## src/verilog/dcache_params.svh

```systemverilog
`ifndef DCACHE_PARAMS_SVH
`define DCACHE_PARAMS_SVH

// Geometry of the direct-mapped data cache.
// An address splits, from the top, into tag, index, word offset and byte bits.

// Selects one word inside a block.
`define DC_OFFSET_BITS 2

// Selects one of the sets.
`define DC_INDEX_BITS 4

// Whatever is left above index, offset and the two byte bits.
`define DC_TAG_BITS 24

`define DC_WORDS 4 // Words per block.

`define DC_SETS 16 // Number of sets, one block each.

`endif

```

## src/verilog/dcache_pkg.sv

```systemverilog
`include "dcache_params.svh"

package dcache_pkg;

    // One 32-bit word of data or address.
    typedef logic [31:0] data_word_t;

    // An address word as the cache sees it.
    // The raw view goes to memory and back to the requester.
    // The field view picks the set, the word in the block and the tag to compare.
    typedef union packed {
        data_word_t raw;
        struct packed {
            logic [`DC_TAG_BITS-1:0]    tag;      // Compared against the stored tag.
            logic [`DC_INDEX_BITS-1:0]  index;    // Set select.
            logic [`DC_OFFSET_BITS-1:0] offset;   // Word within the block.
            logic [1:0]                 byte_sel; // Always zero, accesses are whole words.
        } fields;
    } cache_addr_u;

endpackage : dcache_pkg

```

## src/verilog/cache_tag_store.sv

```systemverilog
`timescale 1ns/1ns
`include "dcache_params.svh"

module cache_tag_store (
    input  logic                      clk_i,
    input  logic                      rst_n_i,

    input  logic                      read_i,        // Read the set on the next edge.
    input  logic [`DC_INDEX_BITS-1:0] index_i,       // Set shared by read and write.
    input  logic [`DC_TAG_BITS-1:0]   compare_tag_i, // Tag of the pending request.

    input  logic                      write_i,       // Allocate the set, valid and clean.
    input  logic [`DC_TAG_BITS-1:0]   write_tag_i,
    input  logic                      set_dirty_i,   // Mark the set dirty after a store.

    output logic [`DC_TAG_BITS-1:0]   tag_o,
    output logic                      valid_o,
    output logic                      dirty_o,
    output logic                      hit_o
);

    // One tag per set. The tag alone means nothing until its valid bit is set.
    logic [`DC_TAG_BITS-1:0] tag_mem [`DC_SETS];

    // Status bits live in flops so that reset can clear every set at once.
    logic [`DC_SETS-1:0] valid_bits;
    logic [`DC_SETS-1:0] dirty_bits;

    always_ff @(posedge clk_i) begin
        if (write_i) begin
            tag_mem[index_i] <= write_tag_i;
        end

        // Registered read, so the result shows up one cycle after the strobe.
        if (read_i) begin
            tag_o <= tag_mem[index_i];
        end
    end

    always_ff @(posedge clk_i) begin
        if (!rst_n_i) begin
            valid_bits <= '0;
            dirty_bits <= '0;
            valid_o    <= 1'b0;
            dirty_o    <= 1'b0;
        end else begin
            if (write_i) begin
                valid_bits[index_i] <= 1'b1; // Freshly filled block.
                dirty_bits[index_i] <= 1'b0; // Matches memory until a store lands.
            end else if (set_dirty_i) begin
                dirty_bits[index_i] <= 1'b1;
            end

            if (read_i) begin
                valid_o <= valid_bits[index_i];
                dirty_o <= dirty_bits[index_i];
            end
        end
    end

    // The compare tag is held by the controller, so the hit stays stable
    // for as long as the read result is held.
    assign hit_o = valid_o && (tag_o == compare_tag_i);

    // The controller allocates on the first fill word and marks dirty
    // on the last one or on a store hit, never both in one cycle.
    a_no_write_and_dirty: assert property (
        @(posedge clk_i) disable iff (!rst_n_i) !(write_i && set_dirty_i)
    );

endmodule : cache_tag_store

```

## src/verilog/cache_data_store.sv

```systemverilog
`timescale 1ns/1ns
`include "dcache_params.svh"

module cache_data_store
    import dcache_pkg::*;
(
    input  logic                       clk_i,

    input  logic                       read_i,   // Read one word on the next edge.
    input  logic [`DC_INDEX_BITS-1:0]  index_i,
    input  logic [`DC_OFFSET_BITS-1:0] offset_i,

    input  logic                       write_i,  // Write one word at the edge.
    input  data_word_t                 write_data_i,

    output data_word_t                 read_data_o
);

    // All blocks laid out flat, set after set.
    data_word_t data_mem [`DC_SETS * `DC_WORDS];

    // Set and word select together form the flat word address.
    logic [`DC_INDEX_BITS+`DC_OFFSET_BITS-1:0] word_addr;

    assign word_addr = {index_i, offset_i};

    always_ff @(posedge clk_i) begin
        if (write_i) begin
            data_mem[word_addr] <= write_data_i;
        end

        // The read word is held until the next read strobe.
        // During write-back this is what feeds the memory store data.
        if (read_i) begin
            read_data_o <= data_mem[word_addr];
        end
    end

    // The controller never reads and writes the array in the same cycle.
    // A store hit writes in OUTCOME, and fills write only in ALLOCATE.
    a_no_read_and_write: assert property (
        @(posedge clk_i) !(read_i && write_i)
    );

endmodule : cache_data_store

```

## src/verilog/cache_controller.sv

```systemverilog
`timescale 1ns/1ns
`include "dcache_params.svh"

module cache_controller
    import dcache_pkg::*;
(
    input  logic                       clk_i,
    input  logic                       rst_n_i,

    // Load/store unit side.
    input  logic                       request_i,
    input  logic                       write_i,
    input  cache_addr_u                address_i,
    input  data_word_t                 write_data_i,
    output data_word_t                 data_o,
    output logic                       valid_o,

    // Tag store side.
    output logic                       tag_read_o,
    output logic                       tag_write_o,
    output logic                       tag_set_dirty_o,
    output logic [`DC_INDEX_BITS-1:0]  index_o,
    output logic [`DC_TAG_BITS-1:0]    compare_tag_o,
    input  logic [`DC_TAG_BITS-1:0]    tag_i,
    input  logic                       dirty_i,
    input  logic                       hit_i,

    // Data store side.
    output logic                       data_read_o,
    output logic                       data_write_o,
    output logic [`DC_OFFSET_BITS-1:0] offset_o,
    output data_word_t                 data_store_o,
    input  data_word_t                 data_i,

    // Memory load channel.
    output logic                       mem_load_request_o,
    output data_word_t                 mem_load_address_o,
    input  logic                       mem_load_valid_i,
    input  data_word_t                 mem_load_data_i,

    // Memory store channel.
    output logic                       mem_store_request_o,
    output data_word_t                 mem_store_address_o,
    output data_word_t                 mem_store_data_o,
    input  logic                       mem_store_done_i
);

    localparam logic [1:0] IDLE       = 2'd0; // Waiting for a request.
    localparam logic [1:0] OUTCOME    = 2'd1; // Store results are back to decide hit or miss.
    localparam logic [1:0] WRITE_BACK = 2'd2; // Dirty victim goes out word by word.
    localparam logic [1:0] ALLOCATE   = 2'd3; // New block comes in from memory.

    logic [1:0] state_q, state_d;

    // Word counter. One bit wider than the offset so write-back can
    // count past the last word while the final store goes out.
    logic [`DC_OFFSET_BITS:0]   count_q, count_d;
    logic [`DC_OFFSET_BITS-1:0] word_sel; // Low bits of the counter.

    // Request captured in IDLE.
    cache_addr_u req_addr_q;
    logic        req_write_q;
    data_word_t  req_wdata_q;

    // Requested word, caught as it streams past during a fill.
    data_word_t req_word_q, req_word_d;

    // Victim and fill addresses built from the request fields.
    cache_addr_u victim_addr, fill_addr;

    assign word_sel = count_q[`DC_OFFSET_BITS-1:0];

    always_ff @(posedge clk_i) begin
        if (!rst_n_i) begin
            state_q <= IDLE;
            count_q <= '0;
        end else begin
            state_q <= state_d;
            count_q <= count_d;
        end
    end

    always_ff @(posedge clk_i) begin
        if (state_q == IDLE && request_i) begin
            req_addr_q  <= address_i;
            req_write_q <= write_i;
            req_wdata_q <= write_data_i;
        end
        req_word_q <= req_word_d;
    end

    always_comb begin
        // The victim shares the set. Only the stored tag differs.
        victim_addr                 = req_addr_q;
        victim_addr.fields.tag      = tag_i;
        victim_addr.fields.offset   = word_sel - 1'b1; // Word read one cycle earlier.
        victim_addr.fields.byte_sel = 2'b00;

        fill_addr                 = req_addr_q;
        fill_addr.fields.offset   = '0; // Fills always start at the block base.
        fill_addr.fields.byte_sel = 2'b00;
    end

    assign mem_store_address_o = victim_addr.raw;
    assign mem_store_data_o    = data_i; // Registered data store output.
    assign mem_load_address_o  = fill_addr.raw;
    assign compare_tag_o       = req_addr_q.fields.tag; // Also the tag written on a fill.

    always_comb begin
        state_d    = state_q;
        count_d    = count_q;
        req_word_d = req_word_q;

        data_o  = '0;
        valid_o = 1'b0;

        tag_read_o      = 1'b0;
        tag_write_o     = 1'b0;
        tag_set_dirty_o = 1'b0;
        data_read_o     = 1'b0;
        data_write_o    = 1'b0;

        index_o      = req_addr_q.fields.index;
        offset_o     = req_addr_q.fields.offset;
        data_store_o = req_wdata_q;

        mem_load_request_o  = 1'b0;
        mem_store_request_o = 1'b0;

        case (state_q)
            IDLE: begin
                // Both stores look at the live address so results are ready next cycle.
                index_o  = address_i.fields.index;
                offset_o = address_i.fields.offset;
                count_d  = '0;

                if (request_i) begin
                    tag_read_o  = 1'b1;
                    data_read_o = 1'b1;
                    state_d     = OUTCOME;
                end
            end

            OUTCOME: begin
                if (hit_i) begin
                    valid_o = 1'b1;
                    state_d = IDLE;

                    if (req_write_q) begin
                        data_write_o    = 1'b1; // Word and offset come from the request.
                        tag_set_dirty_o = 1'b1;
                        data_o          = req_wdata_q; // Stores echo their data.
                    end else begin
                        data_o = data_i;
                    end
                end else if (dirty_i) begin
                    // Start the victim read at word zero; its store follows next cycle.
                    data_read_o = 1'b1;
                    offset_o    = '0;
                    count_d     = 1;
                    state_d     = WRITE_BACK;
                end else begin
                    mem_load_request_o = 1'b1; // A clean or empty set fetches straight away.
                    count_d            = '0;
                    state_d            = ALLOCATE;
                end
            end

            WRITE_BACK: begin
                offset_o = word_sel;

                // Counts 1 to 4 each send the word read in the cycle before.
                // Counts 1 to 3 also read the next one.
                if (count_q <= `DC_WORDS) begin
                    mem_store_request_o = 1'b1;
                    count_d             = count_q + 1'b1;
                    if (count_q < `DC_WORDS) begin
                        data_read_o = 1'b1;
                    end
                end

                if (mem_store_done_i) begin
                    mem_load_request_o = 1'b1; // The victim is safe in memory so fetch now.
                    count_d            = '0;
                    state_d            = ALLOCATE;
                end
            end

            ALLOCATE: begin
                offset_o     = word_sel;
                data_store_o = mem_load_data_i;

                if (mem_load_valid_i) begin
                    data_write_o = 1'b1;
                    count_d      = count_q + 1'b1;

                    if (word_sel == req_addr_q.fields.offset) begin
                        req_word_d = mem_load_data_i;
                        // A store merges its word into the fill instead of the memory copy.
                        if (req_write_q) begin
                            data_store_o = req_wdata_q;
                        end
                    end

                    if (count_q == '0) begin
                        tag_write_o = 1'b1; // Tag goes in with the first word.
                    end

                    if (count_q == `DC_WORDS - 1) begin
                        valid_o         = 1'b1;
                        state_d         = IDLE;
                        tag_set_dirty_o = req_write_q;

                        if (req_write_q) begin
                            data_o = req_wdata_q;
                        end else if (word_sel == req_addr_q.fields.offset) begin
                            data_o = mem_load_data_i; // Requested word is the last one.
                        end else begin
                            data_o = req_word_q;
                        end
                    end
                end
            end

            default: state_d = IDLE;
        endcase
    end

    // Every answer is a single pulse and the requester only asks again after it.
    a_valid_pulse: assert property (
        @(posedge clk_i) disable iff (!rst_n_i) valid_o |=> !valid_o
    );

    // Memory returns fill words only while a fill is outstanding.
    a_load_in_allocate: assert property (
        @(posedge clk_i) disable iff (!rst_n_i) mem_load_valid_i |-> state_q == ALLOCATE
    );

endmodule : cache_controller

```

## src/verilog/dcache_top.sv

```systemverilog
`timescale 1ns/1ns
`include "dcache_params.svh"

module dcache_top
    import dcache_pkg::*;
(
    input  logic        clk_i,
    input  logic        rst_n_i,

    // Load/store unit.
    input  logic        request_i,
    input  logic        write_i,
    input  cache_addr_u address_i,
    input  data_word_t  write_data_i,
    output data_word_t  data_o,
    output logic        valid_o,

    // Memory load channel.
    output logic        mem_load_request_o,
    output data_word_t  mem_load_address_o,
    input  logic        mem_load_valid_i,
    input  data_word_t  mem_load_data_i,

    // Memory store channel.
    output logic        mem_store_request_o,
    output data_word_t  mem_store_address_o,
    output data_word_t  mem_store_data_o,
    input  logic        mem_store_done_i
);

    // Controller to tag store.
    logic                       tag_read;
    logic                       tag_write;
    logic                       tag_set_dirty;
    logic [`DC_TAG_BITS-1:0]    compare_tag;
    logic [`DC_TAG_BITS-1:0]    stored_tag;
    logic                       stored_dirty;
    logic                       tag_hit;

    // Shared between both stores.
    logic [`DC_INDEX_BITS-1:0]  index;

    // Controller to data store.
    logic                       data_read;
    logic                       data_write;
    logic [`DC_OFFSET_BITS-1:0] offset;
    data_word_t                 store_word;
    data_word_t                 read_word;

    cache_tag_store u_tag_store (
        .clk_i         (clk_i),
        .rst_n_i       (rst_n_i),
        .read_i        (tag_read),
        .index_i       (index),
        .compare_tag_i (compare_tag),
        .write_i       (tag_write),
        .write_tag_i   (compare_tag),  // A fill installs the requested tag.
        .set_dirty_i   (tag_set_dirty),
        .tag_o         (stored_tag),
        .valid_o       (),             // Already folded into hit_o.
        .dirty_o       (stored_dirty),
        .hit_o         (tag_hit)
    );

    cache_data_store u_data_store (
        .clk_i        (clk_i),
        .read_i       (data_read),
        .index_i      (index),
        .offset_i     (offset),
        .write_i      (data_write),
        .write_data_i (store_word),
        .read_data_o  (read_word)
    );

    cache_controller u_controller (
        .clk_i               (clk_i),
        .rst_n_i             (rst_n_i),
        .request_i           (request_i),
        .write_i             (write_i),
        .address_i           (address_i),
        .write_data_i        (write_data_i),
        .data_o              (data_o),
        .valid_o             (valid_o),
        .tag_read_o          (tag_read),
        .tag_write_o         (tag_write),
        .tag_set_dirty_o     (tag_set_dirty),
        .index_o             (index),
        .compare_tag_o       (compare_tag),
        .tag_i               (stored_tag),
        .dirty_i             (stored_dirty),
        .hit_i               (tag_hit),
        .data_read_o         (data_read),
        .data_write_o        (data_write),
        .offset_o            (offset),
        .data_store_o        (store_word),
        .data_i              (read_word),
        .mem_load_request_o  (mem_load_request_o),
        .mem_load_address_o  (mem_load_address_o),
        .mem_load_valid_i    (mem_load_valid_i),
        .mem_load_data_i     (mem_load_data_i),
        .mem_store_request_o (mem_store_request_o),
        .mem_store_address_o (mem_store_address_o),
        .mem_store_data_o    (mem_store_data_o),
        .mem_store_done_i    (mem_store_done_i)
    );

endmodule : dcache_top

```

## config.mk

```make
export PLATFORM = sky130hd
export DESIGN_NAME = dcache_top
export DESIGN_NICKNAME = d
export VERILOG_FILES = /design/src/verilog/dcache_pkg.sv /design/src/verilog/cache_tag_store.sv /design/src/verilog/cache_data_store.sv /design/src/verilog/cache_controller.sv /design/src/verilog/dcache_top.sv
export VERILOG_INCLUDE_DIRS = /design/src /design/src/verilog
export SDC_FILE = /design/constraint.sdc
export NUM_CORES = 2
export LEC_CHECK = 0
export BUFFER_PORTS_ARGS = -buffer_cell sky130_fd_sc_hd__buf_2
export CAP_MARGIN = 10
export CORE_ASPECT_RATIO = 2
export CORE_UTILIZATION = 30
export DETAILED_ROUTE_END_ITERATION = 10
export GPL_TIMING_DRIVEN = 0
export PLACE_DENSITY_LB_ADDON = 0.05
export SETUP_SLACK_MARGIN = 0.4
export SYNTH_ARGS = -nofsm -noshare
export SYNTH_HDL_FRONTEND = slang
export SYNTH_SLANG_ARGS = --single-unit
```

## constraint.sdc

```tcl
create_clock -name clk_i -period 5.2 [get_ports clk_i]
set_input_delay 0.52 -clock clk_i [delete_from_list [all_inputs] [get_ports clk_i]]
set_output_delay 0.52 -clock clk_i [all_outputs]
set_load 0.05 [all_outputs]
```

Word level (Yosys, flattened, before mapping)
Memories as Yosys holds them, arrays and structs flattened. A register that Yosys moved wholly into a read port is not among the register bits.
Index checks and enable logic that the tools add are counted.

word-level totals
  register bits after elaboration = 136
  latch bits = 0
  memory bits (writable) = 2432
  memory bits (read-only) = 0
  output and inout port bits = 131
  memories kept = 2

memory list
  memory                 depth  width  rd ports  clocked after memory_dff  write ports  RTL line                text
  u_data_store.data_mem  64     32     1         1                         1            cache_data_store.sv:20  data_word_t data_mem [`DC_SETS * `DC_WORDS];
  u_tag_store.tag_mem    16     24     1         1                         1            cache_tag_store.sv:23   logic [`DC_TAG_BITS-1:0] tag_mem [`DC_SETS];

operators by class
  $add $sub $neg = 2
  $mul = 0
  divide/modulo/power cells = 0
  magnitude comparators = 4
  eq/ne operators = 12
  shifts and indexed selects = 0
  multiplexer cells = 67
  bitwise operators = 4
  reduce and logical (&&, ||, !) cells = 10

operators with widths
  kind                                                                                 number
  32-bit 2-to-1 mux                                                                    10
  32-bit case mux with 2 select lines                                                  1
  16-bit 2-to-1 mux                                                                    2
  16-bit bitwise OR                                                                    2
  1-bit 2-to-1 mux                                                                     31
  24-bit equality test                                                                 1
  16-bit bitwise AND                                                                   1
  16-bit inverter                                                                      1
  2-bit 2-to-1 mux                                                                     7
  3-bit 2-to-1 mux                                                                     4
  3-bit case mux with 4 select lines                                                   1
  1-bit binary-select mux with 4-bit select                                            2
  2-bit inequality test, second input constant                                         4
  1-bit case mux with 2 select lines                                                   4
  2-bit case mux with 4 select lines                                                   1
  2-bit case mux with 3 select lines                                                   1
  4-bit by 5-bit less-than comparator with 1-bit output, second input constant         1
  1-bit demux with 4-bit select                                                        1
  2-bit equality test, second input constant                                           2
  4-bit by 1-bit greater-or-equal comparator with 1-bit output, second input constant  1
  4-bit 2-to-1 mux                                                                     1
  4-bit AND reduction                                                                  1
  3-bit by 1-bit adder with 3-bit output, second input constant                        1
  3-bit by 2-bit equality test with 1-bit output, second input constant                1
  other kinds (15)                                                                     17

Longest topological paths before layout
  depth after elaboration = 9
  gate-level depth with buffers = 16
  mapped depth without buffers = 11

By module
A second synthesis with hierarchy kept.

second synthesis, totals
  cells, all modules = 5726
  area total of the unflattened synthesis = 101803.9 sq um

by module, submodules not included
  module            times used  cells each  area an instance (sq um)  sequential area each (sq um)
  cache_data_store  1           4541        79060.8                   62459.9
  cache_tag_store   1           743         16873.7                   12932.4
  cache_controller  1           442         5869.4                    2952.8

Worst setup path before layout
OpenSTA, ideal clock, no wires.

  path kind = flip-flop to flip-flop
  start = register u_controller.state_q[0]
  end = memory u_data_store.data_mem[25][0] (netlist name) (enable)
  setup time = 461 ps
  arrival = 4425 ps
  path slack = 314 ps
  cell stages (with the launch flop) = 11
  buffers on the path = 5
  period minus slack after synthesis = 4886 ps
  path through = dfxtp_1 inv_1 ha_1 buf_2 buf_4 mux2i_1 buf_2 clkbuf_1 buf_2 nand2_1 nor3_1

on the way
  word-level cells in the longest chain between the ends = 4
  elaborated cells on any way between the ends = 10
  those cells by class = eq/ne: 3; mux: 5; reduce/logical: 2

RTL lines
  what                                                                                   RTL line                 text
  start: declaration                                                                     cache_controller.sv:53   logic [1:0] state_q, state_d;
  start signal: assignment                                                               cache_controller.sv:78   state_q <= state_d;
  2-bit equality test or 2-bit by 1-bit equality test with 1-bit output (tied branches)  cache_controller.sv:130  case (state_q)
  1-bit case mux with 2 select lines                                                     cache_controller.sv:130
  1-bit 2-to-1 mux                                                                       cache_data_store.sv:28   if (write_i) begin
  1-bit 2-to-1 mux (not written as such)                                                 cache_data_store.sv:29   data_mem[word_addr] <= write_data_i;
  end: declaration                                                                       cache_data_store.sv:20

Several ways; a longest one is shown, not always the timed one.

Worst setup path in the final report
  start = register u_controller.req_addr_q[12] (netlist name)
  end = register u_data_store.read_data_o[30], read port of u_data_store.data_mem (data pin)

on the way
  word-level cells in the longest chain between the ends = 4
  elaborated cells on any way between the ends = 6
  those cells by class = eq/ne: 1; mux: 4; reduce/logical: 1

RTL lines
  what                                                                                      RTL line                 text
  start: declaration                                                                        cache_controller.sv:61   cache_addr_u req_addr_q;
  start signal: assignment                                                                  cache_controller.sv:85   req_addr_q <= address_i;
  24-bit equality test *                                                                    cache_tag_store.sv:63    assign hit_o = valid_o && (tag_o == compare_tag_i);
  1-bit logical AND *                                                                       cache_tag_store.sv:63
  2-bit 2-to-1 mux or 1-bit 2-to-1 mux (tied branches)                                      cache_controller.sv:145  if (hit_i) begin
  2-bit case mux with 3 select lines or 1-bit case mux with 3 select lines (tied branches)  cache_controller.sv:130
  end: declaration                                                                          cache_data_store.sv:16   output data_word_t read_data_o

Mark *: on every way between the ends. The rest lies on a longest branch, timed or not.
A chain may end at the register's enable or synchronous reset.

==> metrics.md <==
| Metric | Value |
|---|---|
| Final wirelength | 458000 um |
| Peak per-stage delay on the critical path | 0.61 ns |
| Levels on crit path | 17 |
| Reg power frac | 41.7% |
| Core Area | 336000 sq um |
| LEAKAGE | 0.0435 uW |
| Worst Slack Setup Final | 0.0531 ns |
| # clock sinks | 2622 |
| Drt pass-1 iters | 6 |
| Multi-input gate area | approximately 24000 sq um |
| Arrival @ worst endpoint | 5.58 ns |
| Worst-path clk slew | 0.07 ns |
| Routed Antenna Nets | 0 |
| Share of the synthesized area in the top cell type | 76.4% |
| Top_reg_cell synth | edfxtp_1 |
| Final instance area | roughly 130000 sq um |
| Post-DP Area | 114000 sq um |
| P_int | 39200 uW |
| Vias per cell | 5.21 |
| Register area share after synthesis | 77.2% |
| Final Power | 59000 uW |
| Post-synth top area cell | edfxtp_1 |
| Worst Clk Skew | 0.0503 ns |
| Crit path cell chain | buf_12, xnor2_4, nand4_1, nor4_4, buf_12, nand2_2, o211ai_1, buf_6, buf_12, buf_16, buf_16, buf_8, buf_16, mux2i_4, o22ai_2, nor4_4, nand4_1 |
| Clock Tree Buf Depth | 4 |
| Slew @ Worst Pin | 1.27 ns |
| Reg2reg setup slack | 0.05 ns |
| Initial antenna violation count | 28 |
| Switching pwr | ~20000 uW |
| First-pass GRT wire length | roughly 590000 um |
| Nature of the critical path endpoint | flip-flop |
| Chip width | 413 um |
| Clock power share | 30.7% |
| Switching part of the total power | 33.6% |
| Slew HR | approximately 15% |
| Status | finished clean |
| Share of cells above drive strength 1 | between 20 and 30% |
| Pre-CTS setup slack | -2.42 ns |
| PD cells | 458 nW/um^2 |
| Drt wl/cell | approximately 39 um |
| Buf+Inv Stages, Crit Path | 8 |
| Post-synth EDFFs | 2583 |
| Synth top area cells | edfxtp_1 (76%), mux2i_1 (10%), o22ai_1 (3.0%) |
| Most common cell after layout, fill and taps aside | edfxtp_1 |
| Nets@finish | 7157 |
| Area of the mapped netlist | 102000 sq um |
| Starting density of the core | 30.2% |
| Root Driver | clkbuf_16 |
| Final setup vio count | 0 |
| Skew-Pair Late Insertion Delay | 0.93 ns |
| Total track usage | 26.4% |
| Asr flop ratio synth | 0% |
| Site Rows | 301 |
| Hold Crit Class | input port to flip-flop |
| Fill count | 30900 |
| Top delay family on crit path | simple AND/OR/NAND/NOR gates |
| DR vias | 60700 |
| Logic gate share of total power | 27.6% |
| Register Area | a little under 80000 sq um |
| FF-to-FF path depth | 17 |
| Post-route DRC | 0 |
| Mean post-synth cell area | 17.1 sq um |
| Vias in the first global route | 61000 |
| Synth Instances | 5922 |
| RSZ-0062 raised after global routing | yes |
| I/O Buffers | 224 |
| Post-route clock period utilization | 99.0% |
| Startpoint types | flip-flop |
| Synth cell types | 49 |
| Die footprint | 341000 sq um |
| Final min period | approximately 5.1 ns |
| CTS tree | built |
| I/O pin total | 233 |
| GP Congestion | about 0.89 |
| Final TNS setup | 0 ns |
| Hold depth | 5 |
| Worst-path fanout max | 7 |
| DIE HEIGHT | 825 um |
| Syn-to-layout area delta | 26.8% |
| Post-DP HPWL | 338000 um |
| CTS Buf Count | 246 |
| Crit-path slowest cell | nand4_1 |
| Max Cap Viol | 0 |
| Most frequent cells in the layout | edfxtp_1 (2583), mux2i_1 (982), nand2_1 (434) |
| Fmax | 194 MHz |
| Final hold vios | 0 |
| Max VDD drop | 0.000288 V |
| FF+latch count, synth | 2622 |
| Drt initial violations | 5272 |
| Critical Path RT | 5.63 ns |
| Grt total ovfl | 0 |
| Ys Warns | 0 |
| Largest net degree at the start of global routing | 65 |
| Setup CP Type | flip-flop to flip-flop |
| H-tree Lvls | 4 |
| Pins Over Slew Limit | 0 |
-- kinds of logic (layout without fill, tap and decap cells) --
| group | count (synthesis) | after routing | synth area share, % |
|---|---|---|---|
| multiplexers | 1097 | 1097 | 10.9 |
| other | 1 | 15 | 0.00369 |
| adder cells (fa/ha/maj) | 7 | 7 | 0.0863 |
| AND/OR/NAND/NOR | 1084 | 1084 | 5.04 |
| XOR/XNOR | 26 | 26 | 0.224 |
| buffers and inverters | 391 | 1704 | 2.08 |
| AO/OA/AOI/OAI | 694 | 694 | 4.48 |
| flip-flops | 2622 | 2622 | 77.2 |
-- tightest hold or removal path: stages --
cell      delay [ns]
buf_2           0.13
nand2_1         0.06
a221oi_1        0.08
o21ai_0         0.10
a211oi_1        0.08
-- state kept, by name, summed over array words and instances, names as in the netlist, named ones only --
| register | flops |
|---|---|
| u_tag_store.tag_mem | 384 |
| u_controller.count_q | 3 |
| u_controller.req_word_q | 32 |
| u_controller.req_wdata_q | 32 |
| u_data_store.data_mem | 2048 |
| u_tag_store.tag_o | 24 |
| u_tag_store.valid_o | 1 |
| u_controller.state_q | 1 |
| u_tag_store.dirty_o | 1 |
| u_controller.req_addr_q | 30 |
| u_tag_store.valid_bits | 16 |
| u_controller.req_write_q | 1 |
| u_data_store.read_data_o | 32 |
-- final timing paths --
path | to | from
worst max-delay path | u_data_store.read_data_o[30]$_DFFE_PP_ | u_controller.req_addr_q[12]$_DFFE_PP_
worst min-delay path | u_controller.state_q[0]$_SDFFE_PN0P_ | mem_load_valid_i
worst max register to register | u_data_store.read_data_o[30]$_DFFE_PP_ | u_controller.req_addr_q[12]$_DFFE_PP_
worst min register to register | u_tag_store.valid_bits[7]$_SDFFE_PN0P_ | u_tag_store.valid_bits[7]$_SDFFE_PN0P_
-- area by class of cell --
type / count / share of cell area, %
Antenna cell: 9 / 0.0175
Timing Repair Buffer: 873 / 7.45
Sequential cell: 2622 / 60.9
Clock inverter: 147 / 0.941
Buffer: 380 / 2.63
Multi-Input combinational cell: 2914 / 18.7
Tap cell: 4393 / 4.27
Inverter: 11 / 0.0340
Clock buffer: 293 / 5.02
-- metrics by stage --
step | instances | utilization, % | hold WS (ns)
final | 11600 | 38.3 | 0.125
after CTS | 11600 | 37.7 | 0.0304
after global placement | 10500 | 32.2 | 0.450
after floorplan | 5927 | - | 0.440
after global routing | 11600 | 38.3 | 0.166
after detailed placement | 10900 | 34.0 | 0.458
-- metal layers --
layer | wire [um] | track usage, %
met5 | 85 | 0
met4 | 35400 | 17.1
met3 | 19500 | 3.48
met2 | 257000 | 51.5
met1 | 146000 | 25.2
-- cell usage after synthesis (2+ instances only) --
library cell     n
inv_1           11
nor3_1          55
ha_1             7
buf_6           19
o32ai_1         32
nor2_1          88
a21oi_1         22
xnor2_1         24
nand3_1        261
or2_1            2
dfxtp_1         39
clkbuf_1       133
mux2i_2          2
nor2b_1          8
buf_2          129
a21boi_0         3
nand4_1         37
buf_4           87
nand2_1        454
nor4_1         129
mux2_2          68
o22ai_1        480
nand2_4          4
a211oi_1         3
o21ai_0         37
and3_1          29
a22oi_1         32
edfxtp_1      2583
xor2_1           2
a31oi_1         24
nor3_2           3
buf_1           11
a311oi_1        54
a221oi_1         2
nand3_2          7
or3_1            2
mux2i_1       1027
-- what timing repair did --
| action | in CTS | in global routing |
|---|---|---|
| endpoints found under the setup margin | 2135 | 523 |
| hold buffers | 96 | 0 |
| buffers inserted | 141 | 76 |
| gates resized for setup | 541 | 208 |
| endpoints found under the hold margin | 101 | 0 |
| gates cloned | 2 | 3 |
| pin swaps | 73 | 67 |
-- power by group through the flow --
stage / sequential, uW / clock (uW) / combinational [uW]
after floorplan: 25600 / 0 / 5550
after global placement: 25400 / 0 / 12900
after detailed placement: 25300 / 0 / 13900
after CTS: 24600 / 18500 / 15700
after global routing: 24600 / 19100 / 16500
final: 24600 / 18100 / 16300
(Power assumes the default switching activity.)
